**src/design/alu_defines.svh**
```systemverilog
/* Integer ALU datapath definitions
   Widths and bit positions in the op-flag vector */
`ifndef ALU_DEFINES_SVH
`define ALU_DEFINES_SVH

// Data and adder widths
`define ALU_XLEN     32
// One extra adder bit holds the sign for compares
`define ALU_ADDER_W  33
`define ALU_SHAMT_W  5

// Op-flag vector width, positions 22 to 24 are spare
`define ALU_OP_NUM   25

// Op-flag positions, also the op codes of the vector file
`define ALU_OP_ADD      0
`define ALU_OP_SUB      1
`define ALU_OP_OR       2
`define ALU_OP_XOR      3
`define ALU_OP_AND      4
`define ALU_OP_SLL      5
`define ALU_OP_SRL      6
`define ALU_OP_SRA      7
`define ALU_OP_SLT      8
`define ALU_OP_SLTU     9
`define ALU_OP_MVOP2    10
`define ALU_OP_MAX      11
`define ALU_OP_MIN      12
`define ALU_OP_MAXU     13
`define ALU_OP_MINU     14
`define ALU_OP_DOT      15
`define ALU_OP_CMP_EQ   16
`define ALU_OP_CMP_NE   17
`define ALU_OP_CMP_LT   18
`define ALU_OP_CMP_GT   19
`define ALU_OP_CMP_LTU  20
`define ALU_OP_CMP_GTU  21

`endif

```
**src/design/alu_pkg.sv**
```systemverilog
/* Integer ALU datapath types
   op2 read as a full operand or as a shift amount */
`include "alu_defines.svh"

package alu_pkg;

  //////////////////////////////////////////////////
  // Second operand
  //////////////////////////////////////////////////

  // Full word for the adder, logic ops and mvop2
  // Low bits alone for the shifter
  typedef union packed {
    logic [`ALU_XLEN-1:0] word;
    struct packed {
      // Ignored by the shifter
      logic [`ALU_XLEN-`ALU_SHAMT_W-1:0] unused;
      logic [`ALU_SHAMT_W-1:0]           shamt;
    } sh;
  } op2_u;

endpackage

```
**src/design/alu_adder.sv**
```systemverilog
/* Shared 33-bit adder
   Serves add, sub, the compares, slt and max/min */
`timescale 1ns/1ps
`include "alu_defines.svh"

module alu_adder (
  input  logic [`ALU_XLEN-1:0]    mux_op1,
  input  alu_pkg::op2_u           mux_op2,
  input  logic [`ALU_OP_NUM-1:0]  op_flags,
  output logic [`ALU_ADDER_W-1:0] adder_res
);

  localparam int EXT_W = `ALU_ADDER_W - `ALU_XLEN;

  logic                    op_unsigned;
  logic                    adder_sub;
  logic                    adder_on;
  logic [`ALU_ADDER_W-1:0] adder_op1;
  logic [`ALU_ADDER_W-1:0] adder_op2;
  logic [`ALU_ADDER_W-1:0] adder_in1;
  logic [`ALU_ADDER_W-1:0] adder_in2;

  // Zero extension for the unsigned orders
  assign op_unsigned = op_flags[`ALU_OP_SLTU] | op_flags[`ALU_OP_CMP_LTU]
                     | op_flags[`ALU_OP_CMP_GTU] | op_flags[`ALU_OP_MAXU]
                     | op_flags[`ALU_OP_MINU];

  // Every ordering op is a subtract, sign bit gives less-than
  assign adder_sub = op_flags[`ALU_OP_SUB]
                   | op_flags[`ALU_OP_CMP_LT] | op_flags[`ALU_OP_CMP_GT]
                   | op_flags[`ALU_OP_CMP_LTU] | op_flags[`ALU_OP_CMP_GTU]
                   | op_flags[`ALU_OP_MAX] | op_flags[`ALU_OP_MIN]
                   | op_flags[`ALU_OP_MAXU] | op_flags[`ALU_OP_MINU]
                   | op_flags[`ALU_OP_SLT] | op_flags[`ALU_OP_SLTU];

  assign adder_on = op_flags[`ALU_OP_ADD] | adder_sub;

  assign adder_op1 = {{EXT_W{~op_unsigned & mux_op1[`ALU_XLEN-1]}}, mux_op1};
  assign adder_op2 = {{EXT_W{~op_unsigned & mux_op2.word[`ALU_XLEN-1]}}, mux_op2.word};

  // Gated off when idle, op2 inverted plus carry for subtract
  assign adder_in1 = {`ALU_ADDER_W{adder_on}} & adder_op1;
  assign adder_in2 = {`ALU_ADDER_W{adder_on}} & (adder_sub ? ~adder_op2 : adder_op2);

  assign adder_res = adder_in1 + adder_in2 + {{(`ALU_ADDER_W-1){1'b0}}, adder_sub};

endmodule

```
**config.mk**
```make
export PLATFORM = sky130hd
export DESIGN_NAME = alu_adder
export DESIGN_NICKNAME = d
export VERILOG_FILES = /design/src/design/alu_pkg.sv /design/src/design/alu_adder.sv
export VERILOG_INCLUDE_DIRS = /design/src /design/src/design
export SDC_FILE = /design/constraint.sdc
export NUM_CORES = 1
export LEC_CHECK = 0
export BUFFER_PORTS_ARGS = -buffer_cell sky130_fd_sc_hd__buf_4
export CAP_MARGIN = 15
export CORE_MARGIN = 4
export CORE_UTILIZATION = 25
export DETAILED_ROUTE_END_ITERATION = 8
export PLACE_DENSITY_LB_ADDON = 0.05
export SLEW_MARGIN = 20
export SYNTH_ARGS = -nofsm -noshare
export SYNTH_HDL_FRONTEND = slang
export SYNTH_SLANG_ARGS = --single-unit
```
**constraint.sdc**
```tcl
create_clock -name vclk -period 4.9
set_clock_uncertainty 0.15 [all_clocks]
set_input_delay 0.245 -clock vclk [all_inputs]
set_output_delay 0.245 -clock vclk [all_outputs]
set_load 0.005 [all_outputs]
```
---- After elaboration in Yosys (flattened, before gate mapping) ----
Index checks and enable logic that the tools add are counted.
cells by class
  add/sub/neg operators ................... 2
  $mul .................................... 0
  divide/modulo/power cells ............... 0
  order comparisons ....................... 0
  equality and inequality tests ........... 0
  shift operators ......................... 0
  multiplexer cells ....................... 1
  bitwise logic cells ..................... 21
  reductions and logical operators ........ 0
operator list
  operator                                  count
  33-bit bitwise AND                        2
  33-bit by 1-bit adder with 33-bit output  1
  33-bit adder                              1
  33-bit two-way mux                        1
  33-bit inverter                           1
  1-bit bitwise OR                          15
  1-bit bitwise AND                         2
  1-bit inverter                            1
word-level totals
  register bits after elaboration ......... 0
  latch bits .............................. 0
  RAM bits ................................ 0
  bits in read-only memories .............. 0
  output and inout bits ................... 33
  logic and storage cells ................. 24
  memories kept ........................... 0

---- Depth between registers and ports, before layout ----
  word-level depth ........................ 14
  gate-level depth with buffers ........... 18
  depth with buffers taken out ............ 18

---- Worst setup path before layout ----
Ideal clock, no wire load.
  path type ............................... input to output
  start point ............................. input port op_flags[11]
  end point ............................... output port adder_res[18]
  arrival ................................. 3577 ps
  path slack .............................. 928 ps
  cell stages on the path ................. 16
  cell sequence ........................... or4_1 -> nor3_2 -> nand2_1 -> clkbuf_1 -> o21ai_0 -> fa_1 -> inv_1 -> fa_1 -> a211oi_1 -> o211ai_1 -> a21oi_2 -> nand2_1 -> a21o_1 -> a21o_1 -> a21oi_1 -> xnor2_1
between the ends
  cells in the longest elaborated chain, start to end .. 10
  elaborated cells between the ends (all ways) .. 12
ends and longest elaborated chain
  element                                                        line                              RTL
  start, declared                                                alu_adder.sv:9                    input logic [`ALU_OP_NUM-1:0] op_flags,
  1-bit bitwise OR * (6 in series)                               alu_adder.sv:29                   assign adder_sub = op_flags[`ALU_OP_SUB]
  1-bit bitwise OR / 33-bit two-way mux (equally long branches)  alu_adder.sv:36, alu_adder.sv:43
  33-bit bitwise AND, on equally long branches                   alu_adder.sv:42, alu_adder.sv:43
  33-bit adder                                                   alu_adder.sv:45                   assign adder_res = adder_in1 + adder_in2 + {{(`ALU_ADDER_W-1){1'b0}}, adder_sub};
  33-bit by 1-bit adder with 33-bit output *                     alu_adder.sv:45
  end, declared                                                  alu_adder.sv:10                   output logic [`ALU_ADDER_W-1:0] adder_res
Every way passes the cells marked *; elsewhere a longest branch is shown, timed or not.

---- Worst setup path in the final report ----
  start point ............................. input port op_flags[11]
  end point ............................... output port adder_res[27]
The elaborated chain is that of the path after synthesis.

==> flow_metrics.env <==
export IMPL_outcome="finished clean"
export IMPL_nets=568
export IMPL_grt_max_degree=20
export IMPL_antenna_found_initial=0
export IMPL_avgSynthCellArea_um2=6.552
export IMPL_sequential_cell_total=0
export IMPL_wire_per_inst_um=13.64
export IMPL_period_needed_ns=4.465
export IMPL_route_detailed_drc=0
export IMPL_syn_nets=460
export IMPL_io_pin_count=122
export IMPL_vdd_drop_max_uv=47.78
export IMPL_setup_slack_ns=0.4351
export IMPL_seq_area_um2=0
export IMPL_setup_viol=0
export IMPL_yosysSeqAreaShare_pct=0
export IMPL_drt_iter0_drc=51
export IMPL_drt_total_wl_um=7532
export IMPL_viasPerCell=4.884
export IMPL_start_util_pct=25.52
export IMPL_hp_class="input port to output pin"
export IMPL_row_count=34
export IMPL_drv_cap=0
export IMPL_post_cts_setup_buffers=0
export IMPL_yosysUniqueCellTypes=47
export IMPL_criticalPathCategory="input port to output pin"
export IMPL_dp_slack_ns=0.1811
export IMPL_maxSlewHeadroom_pct=69.16
export IMPL_rsz0062_at_grt="false"
export IMPL_max_freq_ghz=0.2240
export IMPL_final_antenna_net_count=0
export IMPL_cp_end_kind="output pin"
export IMPL_dr_pass1_iters=4
export IMPL_max_stage_delay_ns=0.53
export IMPL_critPathBufInv=4
export IMPL_hold_violations=0
export IMPL_dp_hpwl_um=6478
export IMPL_cts_resized=0
export IMPL_design_area_um2=3194
export IMPL_yosysWarningCount=0
export IMPL_overflow=0
export IMPL_dieArea_um2=10430
export IMPL_tightestPinTransition_ns=0.4590
export IMPL_multi_input_area_um2=2151
export IMPL_fillers=965
export IMPL_die_y_um=102.1
export IMPL_crit_family="compound AO/OA/AOI/OAI gates"
export IMPL_portBuffers=109
export IMPL_layout_worst_path_cycle_share_pct=91.12
export IMPL_final_setup_tns_ns=0
export IMPL_cp_required_ns=4.51
export IMPL_synth_cells=338
export IMPL_core_area_um2=8678
export IMPL_power_density_nw_per_um2=127.2
export IMPL_die_x_um=102.1
export IMPL_vias=2696
export IMPL_final_util_pct=36.81
export IMPL_antennaDiodeCount=0
export IMPL_syn_area_um2=2215
export IMPL_gp_congestion=0.7875
export IMPL_slew_viol_final=0
export IMPL_crit_arrival_ns=4.07
export IMPL_start_kind="input port"
export IMPL_clock_buffers=0
export IMPL_cts_hold_fix_buffers=0
export IMPL_worst_path_most_repeated_cell="buf_4"
export IMPL_drive_gt1_share_pct=29.95
export IMPL_grt_first_pass_wirelength_um=12410
export IMPL_syn2layout_area_growth_pct=44.24
export IMPL_power_leakage_nw=1.527
export IMPL_worstPathCellList="buf_4 > or4_1 > nor3_2 > nand2_1 > buf_4 > nor2_2 > buf_4 > nor2b_1 > ha_1 > a2111o_1 > o21ai_2 > o21ai_4 > a211oi_4 > o311a_4 > o21ai_1 > xor2_1 > buf_4"
export IMPL_grtUsageTotal_pct=14.11
export IMPL_crit_path_top_delay_cell="or4_1"
export IMPL_crit_fanout=19
export IMPL_grt_pass1_vias=2752
export IMPL_placed_area_um2=3186
per-stage QoR:
step / instances / hold WS [ns] / total power (W)
4_1_cts: 552 / 0.7622 / 0.0004112
6_report: 552 / 0.7555 / 0.0004062
5_1_grt: 552 / 0.8270 / 0.0004549
3_5_place_dp: 552 / 0.7557 / 0.0004091
3_3_place_gp: 552 / 0.7660 / 0.0004097
2_1_floorplan: 338 / 0.5434 / 0.0002237
worst min-delay path, cell delays in order:
cell and delay (ns):
buf_4 0.08, nor2_1 0.04, o211ai_1 0.09, xnor2_1 0.08, buf_4 0.13
per-layer routing:
layer / track usage, % / vias up / wire [um]
met5: 0 / - / 0
met4: 0.8073 / 0 / 36
met3: 3.618 / 2 / 658
met2: 24.64 / 73 / 3533
met1: 18.36 / 1192 / 3304
li1: - / 1429 / -
layout make-up:
class	instances	area share, %
multi-input cells	319	67.33
repair buffers	117	27.50
well taps	108	4.230
inverters	8	0.9401
report_power, final:
part | internal (W) | leakage [nW] | switching (W) | total, W
logic | 0.000221 | 1.53 | 0.000185 | 0.000406
clock network | 0 | 0 | 0 | 0
registers | 0 | 0 | 0 | 0
cells by family after synthesis:
logic type / share of synthesized area, %
xor+xnor: 12.66
fa+ha+maj: 19.32
simple gates: 28.25
buf+inv: 3.390
compound gates: 36.38
final timing paths:
kind	start	endpoint	slack, ns	cells past startpoint
setup / recovery	op_flags[11]	adder_res[27]	0.44	17
hold / removal	op_flags[20]	adder_res[32]	0.76	5
synthesized netlist by cell type, types with 2 or more instances:
cell       n  share of area, %
inv_1      7               1.2
a21o_1    10               3.4
fa_1       2               1.8
nand2b_1   4               1.1
ha_1      31                18
a21oi_1   61                14
nand2_1   29               4.9
a21boi_0   2              0.68
o211ai_1   5               1.7
o21ai_1    3              0.68
buf_2      3              0.68
nor2b_1   37                10
a21oi_2    2              0.79
nand3_1    6               1.4
a211oi_1   4               1.4
xnor2_1   17               6.7
or4_1      2              0.68
o21ai_0   14               3.2
nor2_1    40               6.8
xor2_1    15               5.9
a31oi_1    4               1.1
o21ai_2    3               1.2
o21bai_1   3               1.0
clkbuf_1   8               1.4
and3_1     4               1.1
cell usage in the layout (no fill, tap or decap), types with 5 or more instances in the layout:
| cell type | instances |
|---|---|
| a21o_1 | 10 |
| a21oi_1 | 61 |
| buf_4 | 117 |
| ha_1 | 31 |
| inv_1 | 7 |
| nand2_1 | 29 |
| nand3_1 | 6 |
| nor2_1 | 39 |
| nor2b_1 | 37 |
| o211ai_1 | 5 |
| o21ai_0 | 14 |
| xnor2_1 | 17 |
| xor2_1 | 15 |
Note: power is estimated with default switching activity, not from simulation.
