**src/design/alu_defines.svh**
```systemverilog
/* Integer ALU datapath definitions
   Widths and bit positions in the op-flag vector */
`ifndef ALU_DEFINES_SVH
`define ALU_DEFINES_SVH

// Data and adder widths
`define ALU_XLEN     32
// One extra adder bit holds the sign for compares
`define ALU_ADDER_W  33
`define ALU_SHAMT_W  5

// Op-flag vector width, positions 22 to 24 are spare
`define ALU_OP_NUM   25

// Op-flag positions, also the op codes of the vector file
`define ALU_OP_ADD      0
`define ALU_OP_SUB      1
`define ALU_OP_OR       2
`define ALU_OP_XOR      3
`define ALU_OP_AND      4
`define ALU_OP_SLL      5
`define ALU_OP_SRL      6
`define ALU_OP_SRA      7
`define ALU_OP_SLT      8
`define ALU_OP_SLTU     9
`define ALU_OP_MVOP2    10
`define ALU_OP_MAX      11
`define ALU_OP_MIN      12
`define ALU_OP_MAXU     13
`define ALU_OP_MINU     14
`define ALU_OP_DOT      15
`define ALU_OP_CMP_EQ   16
`define ALU_OP_CMP_NE   17
`define ALU_OP_CMP_LT   18
`define ALU_OP_CMP_GT   19
`define ALU_OP_CMP_LTU  20
`define ALU_OP_CMP_GTU  21

`endif

```
**src/design/alu_pkg.sv**
```systemverilog
/* Integer ALU datapath types
   op2 read as a full operand or as a shift amount */
`include "alu_defines.svh"

package alu_pkg;

  //////////////////////////////////////////////////
  // Second operand
  //////////////////////////////////////////////////

  // Full word for the adder, logic ops and mvop2
  // Low bits alone for the shifter
  typedef union packed {
    logic [`ALU_XLEN-1:0] word;
    struct packed {
      // Ignored by the shifter
      logic [`ALU_XLEN-`ALU_SHAMT_W-1:0] unused;
      logic [`ALU_SHAMT_W-1:0]           shamt;
    } sh;
  } op2_u;

endpackage

```
**src/design/alu_req_mux.sv**
```systemverilog
/* Requestor mux
   Merges ALU, BJP and AGU requests into one operand pair and op-flag vector */
`timescale 1ns/1ps
`include "alu_defines.svh"

module alu_req_mux (
  // Regular ALU
  input  logic                   alu_req,
  input  logic                   alu_add,
  input  logic                   alu_sub,
  input  logic                   alu_xor,
  input  logic                   alu_sll,
  input  logic                   alu_srl,
  input  logic                   alu_sra,
  input  logic                   alu_or,
  input  logic                   alu_and,
  input  logic                   alu_slt,
  input  logic                   alu_sltu,
  input  logic                   alu_lui,
  input  logic                   alu_dot,
  input  logic [`ALU_XLEN-1:0]   alu_op1,
  input  logic [`ALU_XLEN-1:0]   alu_op2,
  // Branch unit
  input  logic                   bjp_req,
  input  logic [`ALU_XLEN-1:0]   bjp_op1,
  input  logic [`ALU_XLEN-1:0]   bjp_op2,
  input  logic                   bjp_add,
  input  logic                   bjp_cmp_eq,
  input  logic                   bjp_cmp_ne,
  input  logic                   bjp_cmp_lt,
  input  logic                   bjp_cmp_gt,
  input  logic                   bjp_cmp_ltu,
  input  logic                   bjp_cmp_gtu,
  // Address unit
  input  logic                   agu_req,
  input  logic [`ALU_XLEN-1:0]   agu_op1,
  input  logic [`ALU_XLEN-1:0]   agu_op2,
  input  logic                   agu_swap,
  input  logic                   agu_add,
  input  logic                   agu_and,
  input  logic                   agu_or,
  input  logic                   agu_xor,
  input  logic                   agu_max,
  input  logic                   agu_min,
  input  logic                   agu_maxu,
  input  logic                   agu_minu,
  // To the function units
  output logic [`ALU_XLEN-1:0]   mux_op1,
  output alu_pkg::op2_u          mux_op2,
  output logic [`ALU_OP_NUM-1:0] op_flags
);

  logic [`ALU_OP_NUM-1:0] alu_flags;
  logic [`ALU_OP_NUM-1:0] bjp_flags;
  logic [`ALU_OP_NUM-1:0] agu_flags;

  //////////////////////////////////////////////////
  // Per-requestor flag vectors
  //////////////////////////////////////////////////

  always_comb begin
    alu_flags = '0;
    alu_flags[`ALU_OP_ADD]   = alu_add;
    alu_flags[`ALU_OP_SUB]   = alu_sub;
    alu_flags[`ALU_OP_XOR]   = alu_xor;
    alu_flags[`ALU_OP_SLL]   = alu_sll;
    alu_flags[`ALU_OP_SRL]   = alu_srl;
    alu_flags[`ALU_OP_SRA]   = alu_sra;
    alu_flags[`ALU_OP_OR]    = alu_or;
    alu_flags[`ALU_OP_AND]   = alu_and;
    alu_flags[`ALU_OP_SLT]   = alu_slt;
    alu_flags[`ALU_OP_SLTU]  = alu_sltu;
    // LUI only moves the immediate in op2
    alu_flags[`ALU_OP_MVOP2] = alu_lui;
    alu_flags[`ALU_OP_DOT]   = alu_dot;
  end

  always_comb begin
    bjp_flags = '0;
    // Branch target add shares the plain add
    bjp_flags[`ALU_OP_ADD]     = bjp_add;
    bjp_flags[`ALU_OP_CMP_EQ]  = bjp_cmp_eq;
    bjp_flags[`ALU_OP_CMP_NE]  = bjp_cmp_ne;
    bjp_flags[`ALU_OP_CMP_LT]  = bjp_cmp_lt;
    bjp_flags[`ALU_OP_CMP_GT]  = bjp_cmp_gt;
    bjp_flags[`ALU_OP_CMP_LTU] = bjp_cmp_ltu;
    bjp_flags[`ALU_OP_CMP_GTU] = bjp_cmp_gtu;
  end

  always_comb begin
    agu_flags = '0;
    // Swap returns op2 unchanged
    agu_flags[`ALU_OP_MVOP2] = agu_swap;
    agu_flags[`ALU_OP_ADD]   = agu_add;
    agu_flags[`ALU_OP_AND]   = agu_and;
    agu_flags[`ALU_OP_OR]    = agu_or;
    agu_flags[`ALU_OP_XOR]   = agu_xor;
    agu_flags[`ALU_OP_MAX]   = agu_max;
    agu_flags[`ALU_OP_MIN]   = agu_min;
    agu_flags[`ALU_OP_MAXU]  = agu_maxu;
    agu_flags[`ALU_OP_MINU]  = agu_minu;
  end

  //////////////////////////////////////////////////
  // AND-OR select, all zero with no requestor
  //////////////////////////////////////////////////

  assign mux_op1 = ({`ALU_XLEN{alu_req}} & alu_op1)
                 | ({`ALU_XLEN{bjp_req}} & bjp_op1)
                 | ({`ALU_XLEN{agu_req}} & agu_op1);

  assign mux_op2.word = ({`ALU_XLEN{alu_req}} & alu_op2)
                      | ({`ALU_XLEN{bjp_req}} & bjp_op2)
                      | ({`ALU_XLEN{agu_req}} & agu_op2);

  assign op_flags = ({`ALU_OP_NUM{alu_req}} & alu_flags)
                  | ({`ALU_OP_NUM{bjp_req}} & bjp_flags)
                  | ({`ALU_OP_NUM{agu_req}} & agu_flags);

endmodule

```
**config.mk**
```make
export PLATFORM = sky130hd
export DESIGN_NAME = alu_req_mux
export DESIGN_NICKNAME = d
export VERILOG_FILES = /design/src/design/alu_pkg.sv /design/src/design/alu_req_mux.sv
export VERILOG_INCLUDE_DIRS = /design/src /design/src/design
export SDC_FILE = /design/constraint.sdc
export NUM_CORES = 1
export LEC_CHECK = 0
export BUFFER_PORTS_ARGS = -buffer_cell sky130_fd_sc_hd__clkbuf_2
export CAP_MARGIN = 20
export CORE_AREA = 4 4 119 121
export DETAILED_ROUTE_END_ITERATION = 8
export DIE_AREA = 0 0 123 125
export SYNTH_ARGS = -nofsm -noshare
export SYNTH_HDL_FRONTEND = slang
export SYNTH_SLANG_ARGS = --single-unit
export TNS_END_PERCENT = 5
```
**constraint.sdc**
```tcl
create_clock -name vclk -period 1.9
set_clock_uncertainty 0.05 [all_clocks]
set_input_delay 0.38 -clock vclk [all_inputs]
set_output_delay 0.38 -clock vclk [all_outputs]
set_load 0.02 [all_outputs]
```
Word-level counts from Yosys, hierarchy flattened
Cells that the tools add are included.
- flip-flop bits (word level): 0
- input port bits: 223
- output and inout port bits: 89
- word-level logic and storage cells: 15
- bitwise logic cells: 15
- operators with widths (operator ; count):
    $and A32 B32 Y32 ; 6
    $or A32 B32 Y32 ; 4
    $or A25 B25 Y25 ; 2
    $and A25 B15 Y25 ; 1
    $and A25 B16 Y25 ; 1
    $and A25 B22 Y25 ; 1

Depth between registers and ports, before layout
- depth after elaboration: 3
- gate-level depth with buffers: 4

Worst setup path before layout
No wires, ideal clock.
- path type: input to output
- start point: input port bjp_req
- end point: output port mux_op2[27] in the netlist's numbering
- arrival time: 1.124 ns
- required time: 1.470 ns
- path slack: 0.346 ns
- stages on the path: 4
- path buffers: 2
- cell sequence: buf_2 > clkbuf_1 > a222oi_1 > inv_1
- RTL lines (what ; RTL line ; text):
    start: declaration ; alu_req_mux.sv:24 ; input logic bjp_req,
    end: declaration ; alu_req_mux.sv:49 ; output alu_pkg::op2_u mux_op2,

==> impl_results.md <==
* Share of cells above drive strength 1 at around two thirds
* IO Count at between 300 and 400
* Syn Inst Count at 179
* Fill count at roughly 1.5k
* Mux contribution to synthesized area at 0%
* CP Data Required Time at between 1000 and 1500 ps
* Row count at 42
* Nets at around 700
* Final hold slack at about 1000 ps
* Xor/xnor share of the synthesized area at 0%
* Initial Utilization at 9.11%
* Setup TNS at 0 ps
* Total congestion overflow at 0
* Max Transition Viols Final at 0
* CP max FO at 46
* Internal Pwr Total at between 0.0003 and 0.0004 W
* Synth Area in Compound Gates at ~58%
* Largest net degree at the start of global routing at 47
* Critical path class: in2out
* Gr usage total at 9.39%
* Die H at roughly 130 um
* Setup violators final at 0
* Unique cell type count in the Yosys netlist at 10
* Net switching fraction of the power at about 55%
* Final Hold Fails at 0
* Hold Path Depth at 4
* Clock power share at 0%
* Ys Warns at 0
* Share of the synthesized area in the top cell type at ~55%
* Hold crit path type: in2out
* N_diodes at 0
* DRT antenna net count at 0
* Max cap viols at 0
* Vias at between 2k and 3k
* Leakage at 1.86 nW
* DR iter-0 viols at 279
* DRC Markers at 0
* Synth area leaders: a222oi_1 55%, inv_1 20%, and2_1 8.9%
* Crit end category: output pin
* Hold Buf Count CTS at 0
* CP arrival at 1390 ps
* Initial antenna violation count at 0
* Adder-cell share of the synthesized area at 0%
* Gpl congestion at slightly above 0.8
* Seq pwr share at 0%
* Pwr per Cell Area at 288 nW/um^2
* RSZ-0062 raised after global routing: no
* Synth area leader: a222oi_1
* Final worst path period share at 96.0%
* Via-to-Cell Ratio at 4.22
* First-pass GRT wire length at 12200 um
* Vias in the first global route at about 2.5k
* Combinational Power Share at 100.0%
* Port-buffer cells at between 300 and 400
* Worst VDD drop at 0.0761 mV
* Seq/Total Area, Yosys at 0%
* Clock Buffer Count at 0
* Final min period at roughly 1800 ps
* Die X at between 100 and 150 um
* Seq. cell area at 0 um^2
* Element type at the critical path start: input pin
* Avg Inst Size Synth at 6.66 um^2
* Mapped Area at ~1200 um^2
* Main combinational cell family by area after synthesis: compound AO/OA/AOI/OAI gates
* Die area at 15400 um^2
* Core Box Area at 13100 um^2
* Simple-gate share of the synthesized area at under 10%
* Drt first pass iters at 5
* WL/cell at between 10 and 15 um
* Max frequency at around 0.55 GHz
* P&R area growth vs syn at 145%
* Net Sw Power at between 0.0004 and 0.0005 W
* FF+latch count at 0
* HPWL Detailed at 7560 um
* Total Wirelength at 8750 um
* Outcome: finished, final reports clean
## through the flow
| step | instances | utilization [%] | setup slack, ps | power, W | cell area [um^2] |
|---|---|---|---|---|---|
| detailed placement | 646 | 22.3 | 97.9 | 0.000842 | 2920 |
| global placement | 646 | 22.3 | 133 | 0.000840 | 2920 |
| floorplan | 181 | - | 346 | 0.000432 | 1200 |
| global route | 646 | 22.3 | 2.55 | 0.000914 | 2920 |
| finish | 646 | 22.3 | 75.3 | 0.000841 | 2920 |
| CTS | 646 | 22.3 | 96.1 | 0.000845 | 2920 |
## final cells by class
class / count / area (um^2) / share of cell area, %
Inverter: 65 / 244 / 8.35
Timing Repair Buffer: 316 / 1650 / 56.6
Multi-Input combinational cell: 89 / 803 / 27.5
Tap cell: 176 / 220 / 7.54
## layer usage
metal	GRT usage, %	wire [um]	share of wire, %	up-vias
met5	0	0	0	-
met3	1.40	1070	12	6
met4	0.651	69	0.79	0
met1	10.9	3150	36	1260
met2	18.6	4470	51	170
li1	-	-	-	1292
## cells in the mapped netlist
| cell type | number |
|---|---|
| buf_6 | 3 |
| a22o_1 | 4 |
| inv_1 | 65 |
| conb_1 | 1 |
| buf_1 | 1 |
| and2_1 | 17 |
| a222oi_1 | 65 |
| buf_4 | 4 |
| clkbuf_1 | 8 |
| buf_2 | 11 |
## critical path: stages
cell and delay (ps):
clkbuf_2 160, buf_12 200, a222oi_1 350, inv_1 90, clkbuf_2 170
## cell usage in the layout, fill, tap and decap left out
cell type	count
and2_1	17
buf_12	4
conb_1	3
clkbuf_2	309
inv_1	65
a22o_1	4
buf_4	2
buf_6	1
a222oi_1	65
## what timing repair did
action / 4_1_cts / 5_1_grt
endpoints found under the hold margin: 0 / 0
resized for setup: 0 / 1
setup buffers: 0 / 0
setup endpoints to repair: 0 / 1
## final timing paths
| check | startpoint | to | slack, ps |
|---|---|---|---|
| worst min-delay path | agu_op1[14] | mux_op1[14] | 1040 |
| worst max-delay path | alu_req | mux_op2[6] | 80 |
## cell families after synthesis
logic type	Yosys count
AND/OR/NAND/NOR	17
other	1
AO/OA/AOI/OAI	69
buffers and inverters	92
## power groups by stage
stage               clock network [W]  logic, W  registers, W
CTS                                 0  0.000845             0
finish                              0  0.000841             0
global placement                    0  0.000840             0
floorplan                           0  0.000432             0
detailed placement                  0  0.000842             0
global route                        0  0.000914             0
(Power assumes the default switching activity.)
