`config.mk`:
```
export PLATFORM = sky130hd
export DESIGN_NAME = alu_result_mux
export DESIGN_NICKNAME = d
export VERILOG_FILES = /design/src/design/alu_pkg.sv /design/src/design/alu_result_mux.sv
export VERILOG_INCLUDE_DIRS = /design/src /design/src/design
export SDC_FILE = /design/constraint.sdc
export NUM_CORES = 1
export LEC_CHECK = 0
export CELL_PAD_IN_SITES_DETAIL_PLACEMENT = 1
export CELL_PAD_IN_SITES_GLOBAL_PLACEMENT = 1
export CORE_MARGIN = 2
export CORE_UTILIZATION = 40
export DETAILED_ROUTE_END_ITERATION = 7
export DONT_BUFFER_PORTS = 1
export GPL_ROUTABILITY_DRIVEN = 0
export PLACE_DENSITY = 0.84
export REMOVE_ABC_BUFFERS = 1
export SYNTH_ARGS = -nofsm -noshare
export SYNTH_HDL_FRONTEND = slang
export SYNTH_SLANG_ARGS = --single-unit
```
`constraint.sdc`:
```
create_clock -name vclk -period 2.9
set_input_delay 0.87 -clock vclk [all_inputs]
set_output_delay 0.87 -clock vclk [all_outputs]
set_load 0.03 [all_outputs]
```
`src/design/alu_defines.svh`:
```
/* Integer ALU datapath definitions
   Widths and bit positions in the op-flag vector */
`ifndef ALU_DEFINES_SVH
`define ALU_DEFINES_SVH

// Data and adder widths
`define ALU_XLEN     32
// One extra adder bit holds the sign for compares
`define ALU_ADDER_W  33
`define ALU_SHAMT_W  5

// Op-flag vector width, positions 22 to 24 are spare
`define ALU_OP_NUM   25

// Op-flag positions, also the op codes of the vector file
`define ALU_OP_ADD      0
`define ALU_OP_SUB      1
`define ALU_OP_OR       2
`define ALU_OP_XOR      3
`define ALU_OP_AND      4
`define ALU_OP_SLL      5
`define ALU_OP_SRL      6
`define ALU_OP_SRA      7
`define ALU_OP_SLT      8
`define ALU_OP_SLTU     9
`define ALU_OP_MVOP2    10
`define ALU_OP_MAX      11
`define ALU_OP_MIN      12
`define ALU_OP_MAXU     13
`define ALU_OP_MINU     14
`define ALU_OP_DOT      15
`define ALU_OP_CMP_EQ   16
`define ALU_OP_CMP_NE   17
`define ALU_OP_CMP_LT   18
`define ALU_OP_CMP_GT   19
`define ALU_OP_CMP_LTU  20
`define ALU_OP_CMP_GTU  21

`endif

```
`src/design/alu_pkg.sv`:
```
/* Integer ALU datapath types
   op2 read as a full operand or as a shift amount */
`include "alu_defines.svh"

package alu_pkg;

  //////////////////////////////////////////////////
  // Second operand
  //////////////////////////////////////////////////

  // Full word for the adder, logic ops and mvop2
  // Low bits alone for the shifter
  typedef union packed {
    logic [`ALU_XLEN-1:0] word;
    struct packed {
      // Ignored by the shifter
      logic [`ALU_XLEN-`ALU_SHAMT_W-1:0] unused;
      logic [`ALU_SHAMT_W-1:0]           shamt;
    } sh;
  } op2_u;

endpackage

```
`src/design/alu_result_mux.sv`:
```
/* Result mux
   Logic ops, compares, slt, max/min and the final AND-OR select */
`timescale 1ns/1ps
`include "alu_defines.svh"

module alu_result_mux (
  input  logic [`ALU_XLEN-1:0]    mux_op1,
  input  alu_pkg::op2_u           mux_op2,
  input  logic [`ALU_OP_NUM-1:0]  op_flags,
  input  logic [`ALU_XLEN-1:0]    shift_res,
  input  logic [`ALU_ADDER_W-1:0] adder_res,
  input  logic [`ALU_XLEN-1:0]    dot_res,
  output logic [`ALU_XLEN-1:0]    dpath_res,
  output logic                    cmp_res
);

  logic                 xorer_on;
  logic [`ALU_XLEN-1:0] xorer_res;
  logic                 neq;
  logic                 op1_lt_op2;
  logic                 op_maxmin;
  logic                 maxmin_sel_op1;
  logic [`ALU_XLEN-1:0] maxmin_res;
  logic                 op_slttu;
  logic                 op_shift;

  //////////////////////////////////////////////////
  // XOR unit and compares
  //////////////////////////////////////////////////

  // Shared by xor and eq/ne
  assign xorer_on  = op_flags[`ALU_OP_XOR] | op_flags[`ALU_OP_CMP_EQ]
                   | op_flags[`ALU_OP_CMP_NE];
  assign xorer_res = {`ALU_XLEN{xorer_on}} & (mux_op1 ^ mux_op2.word);
  assign neq       = |xorer_res;

  // Adder sign bit is the less-than, signed or unsigned
  assign op1_lt_op2 = adder_res[`ALU_XLEN];

  assign cmp_res = (op_flags[`ALU_OP_CMP_EQ]  & ~neq)
                 | (op_flags[`ALU_OP_CMP_NE]  & neq)
                 | (op_flags[`ALU_OP_CMP_LT]  & op1_lt_op2)
                 | (op_flags[`ALU_OP_CMP_LTU] & op1_lt_op2)
                 | (op_flags[`ALU_OP_CMP_GT]  & ~op1_lt_op2)
                 | (op_flags[`ALU_OP_CMP_GTU] & ~op1_lt_op2);

  //////////////////////////////////////////////////
  // Max/min, slt and shift selects
  //////////////////////////////////////////////////

  assign op_maxmin = op_flags[`ALU_OP_MAX] | op_flags[`ALU_OP_MAXU]
                   | op_flags[`ALU_OP_MIN] | op_flags[`ALU_OP_MINU];

  assign maxmin_sel_op1 = ((op_flags[`ALU_OP_MAX] | op_flags[`ALU_OP_MAXU]) & ~op1_lt_op2)
                        | ((op_flags[`ALU_OP_MIN] | op_flags[`ALU_OP_MINU]) & op1_lt_op2);
  assign maxmin_res     = maxmin_sel_op1 ? mux_op1 : mux_op2.word;

  assign op_slttu = op_flags[`ALU_OP_SLT] | op_flags[`ALU_OP_SLTU];
  assign op_shift = op_flags[`ALU_OP_SLL] | op_flags[`ALU_OP_SRL] | op_flags[`ALU_OP_SRA];

  // One unit per flag, at most one flag high
  assign dpath_res =
      ({`ALU_XLEN{op_flags[`ALU_OP_OR]}}  & (mux_op1 | mux_op2.word))
    | ({`ALU_XLEN{op_flags[`ALU_OP_AND]}} & (mux_op1 & mux_op2.word))
    | ({`ALU_XLEN{op_flags[`ALU_OP_XOR]}} & xorer_res)
    | ({`ALU_XLEN{op_flags[`ALU_OP_ADD] | op_flags[`ALU_OP_SUB]}}
       & adder_res[`ALU_XLEN-1:0])
    | ({`ALU_XLEN{op_shift}}              & shift_res)
    | ({`ALU_XLEN{op_flags[`ALU_OP_MVOP2]}} & mux_op2.word)
    | ({`ALU_XLEN{op_slttu}} & {{(`ALU_XLEN-1){1'b0}}, op1_lt_op2})
    | ({`ALU_XLEN{op_maxmin}}             & maxmin_res)
    | ({`ALU_XLEN{op_flags[`ALU_OP_DOT]}} & dot_res);

endmodule

```
* Yosys cells after proc, flatten, opt, wreduce, memory -nomap -nowiden
Cells that the tools add are included.
** Cells by class
- Muxes and demuxes :: 1
- Bitwise logic cells :: 47
- Reductions and logical operators :: 1
** Operators by type and width (number)
- 32-bit bitwise AND :: 10
- 32-bit OR :: 9
- 32-bit by 1-bit bitwise AND with 32-bit output :: 1
- 32-bit two-way mux :: 1
- 32-bit OR reduction :: 1
- 32-bit bitwise XOR :: 1
- 1-bit OR :: 16
- 1-bit bitwise AND :: 8
- 1-bit inverter :: 2
** Storage, ports and cells
- Register bits :: 0
- Input port bits :: 186
- Output and inout port bits :: 33
- Word-level logic and storage cells :: 49

* Logic depth before layout (Yosys ltp)
- Depth in word-level cells :: 11
- Depth in mapped cells :: 6
- Gate-level depth less buffers :: 6

* Least setup slack after synthesis
Ideal clock, no wire load.
- Path kind :: in2out
- Start point :: in mux_op1[9]
- End point :: out cmp_res
- Data arrival time :: 2.145 ns
- Required time :: 2.030 ns
- Setup slack :: -0.115 ns
- Stages on the path :: 6
- Path buffers :: 0
- Cell sequence :: inv_1 -> ha_1 -> nor4_1 -> nand4_1 -> o21a_1 -> a211o_1
** On the way
- Word-level cells in the longest chain between the ends :: 10
- Elaborated cells on any way between the ends :: 11
- Those cells by class :: bitwise: 10; reduce/logical: 1
** RTL lines
- from (decl) :: line alu_result_mux.sv:7 : input logic [`ALU_XLEN-1:0] mux_op1,
- 32-bit bitwise XOR (*) :: line alu_result_mux.sv:34 : assign xorer_res = {`ALU_XLEN{xorer_on}} & (mux_op1 ^ mux_op2.word);
- 32-bit bitwise AND (*) :: line alu_result_mux.sv:34
- 32-bit OR reduction (*) :: line alu_result_mux.sv:35 : assign neq = |xorer_res;
- 1-bit inverter :: line alu_result_mux.sv:40 : assign cmp_res = (op_flags[`ALU_OP_CMP_EQ] & ~neq)
- 1-bit bitwise AND :: line alu_result_mux.sv:40
- 1-bit OR (*) (5 in a row) :: line alu_result_mux.sv:40
- to (decl) :: line alu_result_mux.sv:14 : output logic cmp_res
Every way passes the cells marked *; elsewhere a longest branch is shown, timed or not.

* Final worst setup path
- Start point :: in mux_op2[13] (netlist bit)
- End point :: out cmp_res
** On the way
- Word-level cells in the longest chain between the ends :: 10
- Elaborated cells on any way between the ends :: 11
- Those cells by class :: bitwise: 10; reduce/logical: 1
** RTL lines
- from (decl) :: line alu_result_mux.sv:8 : input alu_pkg::op2_u mux_op2,
- 32-bit bitwise XOR (*) :: line alu_result_mux.sv:34
- 32-bit bitwise AND (*) :: line alu_result_mux.sv:34
- 32-bit OR reduction (*) :: line alu_result_mux.sv:35
- 1-bit inverter :: line alu_result_mux.sv:40
- 1-bit bitwise AND :: line alu_result_mux.sv:40
- 1-bit OR (*) (5 in a row) :: line alu_result_mux.sv:40
Marks and branches as above.

==> flow_metrics.tcl <==
set metrics [dict create \
    status "finished, violations left" \
    violations "setup timing" \
    hold_class "in -> out" \
    fin_setup_tns_ns -0.3654 \
    clkbuf_count 0 \
    synth_compound_area_share_pct 34.58 \
    cap_violations 0 \
    fp.dieW_microns 88.69 \
    startpoint_type "input port" \
    synth_area_sq_mm 0.002869 \
    num_vias 3600 \
    num_rows 30 \
    synth-adder-area-share_pct 27.91 \
    drtIter0Drc 293 \
    worstPathArrival_ns 2.19 \
    post_drt_wl_per_cell_microns 24.61 \
    fin_crit_ns 3.057 \
    seqPwrFrac_pct 0 \
    drive_gt1_share_pct 31.28 \
    fin_crit_sh_pct 105.4 \
    p_per_area_mw_per_mm2 137.6 \
    p_sw_mw 0.2684 \
    peakVddDrop_v 0.00006282 \
    register_area_sq_um 0 \
    cp_max_fo 4 \
    worst_slack_ns -0.1569 \
    totalWireLength_microns 13140 \
    clkPwrFrac_pct 0 \
    initial_core_util_pct 41.77 \
    groute.usage.overall_pct 30.57 \
    io_buffers 0 \
    synth-xor-area-share_pct 0 \
    nets 690 \
    overflow 0 \
    syn2layout_area_growth_pct 36.02 \
    dpl.cell_count 533 \
    ys_warn_count 0 \
    routed_via_density 6.742 \
    ys_seq_area_share_pct 0 \
    drv_slew 0 \
    postCtsHoldBufs 0 \
    finalHoldViolCount 0 \
    sw_frac_of_total_pct 50.00 \
    dpl_cell_area_sq_mm 0.003359 \
    crit_type "in -> out" \
    dieArea_sq_mm 0.007866 \
    io_pins 219 \
    synth_top_family_by_area "compound AO/OA/AOI/OAI gates" \
    max_freq_mhz 327.1 \
    comb_power_share_pct 100.0 \
    intPower_mw 0.2684 \
    synthMuxAreaShare_pct 11.16 \
    yosys.area_share.simple_pct 12.08 \
    die_h_microns 88.69 \
    netlist_instances 403 \
    grt_pass1_vias 3738 \
    design_area_sq_mm 0.003902 \
    setup_viol 5 \
    place_hpwl_microns 9394 \
    n_sequential_cell 0 \
    drc 0 \
    crit_path_end_kind "output pin" \
    p_leak_nw 1.824 \
    drtPass1Iterations 8 \
    finalNonFillerCells 534 \
    synthDistinctLibCells 24 \
    n_antenna_cell 0 \
    ant_nets 0 \
    required_ns 2.03 \
    antenna_found_initial 0 \
    max-slew-margin-rel_pct 74.12 \
    grt_pass1_wl_microns 18680 \
    core_area_sq_mm 0.006869 \
    grt_max_degree 33 \
    rsz0062_at_grt "yes" \
    synthesis.area_per_instance_sq_um 7.119 \
    worst_slew_pin_slew_ns 0.3882 \
]
[critical path: stages]
cell and delay [ns]:
inv_1 0.09, ha_4 0.23, nor4_4 0.28, nand4_1 0.17
o21a_1 0.23, a211o_4 0.32
[routing by layer]
| layer | track usage, % | wire, microns |
|---|---|---|
| met5 | 0 | 0 |
| met4 | 10.61 | 520 |
| met2 | 59.84 | 6927 |
| met1 | 32.62 | 4625 |
| met3 | 4.757 | 1067 |
[logic make-up (layout without fill, tap and decap cells)]
kind of cell    Yosys count  after routing
fa+ha+maj                64             64
buf+inv                  95            130
compound gates          132            132
mux                      32             32
simple gates             80             80
[area by class of cell]
class                      instances  area (sq um)
fill                             833          2967
inverter                          66         302.8
multi-input combinational        308          2884
tap                               96         120.1
timing repair buffer              64         595.6
[timing repair]
item | CTS | global route
endpoints found under the setup margin | 15 | 23
pin swaps | 32 | 46
gates resized for setup | 67 | 44
cloned | 1 | 0
setup buffers | 3 | 1
endpoints found under the hold margin | 0 | 0
[power groups by stage]
| stage | Clock [mW] | Combinational (mW) | Sequential [mW] |
|---|---|---|---|
| floorplan | 0 | 0.270 | 0 |
| global placement | 0 | 0.393 | 0 |
| detailed placement | 0 | 0.419 | 0 |
| CTS | 0 | 0.503 | 0 |
| global route | 0 | 0.583 | 0 |
| finish | 0 | 0.537 | 0 |
[placed cells by master (no fill, tap or decap), drive strengths merged]
cell     netlist  layout
buf            6      64
o21ai         32      32
o2111ai       32      32
nand2         62      62
nor4           9       9
inv           66      66
a21oi         32      32
a222oi        33      33
nor3           2       2
mux2i         32      32
a221oi         1       1
a211o          1       1
or2            1       1
or3            1       1
o21a           1       1
ha            64      64
nor2           3       3
nand4          2       2
[path summary, 6_finish.rpt]
path / from / endpoint / slack [ns] / cells after the start
max: mux_op2[13] / cmp_res / -0.16 / 6
min: op_flags[16] / cmp_res / 1.89 / 1
[metrics by stage]
step	setup WS [ns]	total power, mW	hold WS (ns)	utilization [%]
after detailed placement	-0.5061	0.4194	2.001	48.91
after global placement	-0.5173	0.3934	1.995	48.91
after CTS	-0.1594	0.5027	1.894	55.32
after global routing	-0.2318	0.5833	1.895	56.81
final	-0.1569	0.5368	1.893	56.81
after floorplan	-1.174	0.2697	1.927	-
[cell usage after synthesis]
| cell | number | share of area (%) |
|---|---|---|
| inv_1 | 66 | 8.6 |
| ha_1 | 64 | 28 |
| nand2_1 | 62 | 8.1 |
| a222oi_1 | 33 | 12 |
| mux2i_1 | 32 | 11 |
| o21ai_0 | 32 | 5.6 |
| a21oi_1 | 31 | 5.4 |
| o2111ai_1 | 28 | 8.5 |
| clkbuf_1 | 23 | 3.0 |
| nor4_1 | 8 | 1.7 |
| o2111ai_2 | 4 | 2.1 |
| buf_12 | 3 | 2.1 |
| buf_2 | 3 | 0.52 |
| nor2_1 | 3 | 0.39 |
| nand4_1 | 2 | 0.44 |
| a211o_1 | 1 | 0.31 |
| a21oi_4 | 1 | 0.57 |
| a221oi_1 | 1 | 0.31 |
| nor3_1 | 1 | 0.17 |
| nor3_2 | 1 | 0.35 |
| nor4_2 | 1 | 0.44 |
| o21a_1 | 1 | 0.26 |
| or2_1 | 1 | 0.22 |
| or3_1 | 1 | 0.22 |
Note: power is estimated with default switching activity, not from simulation.
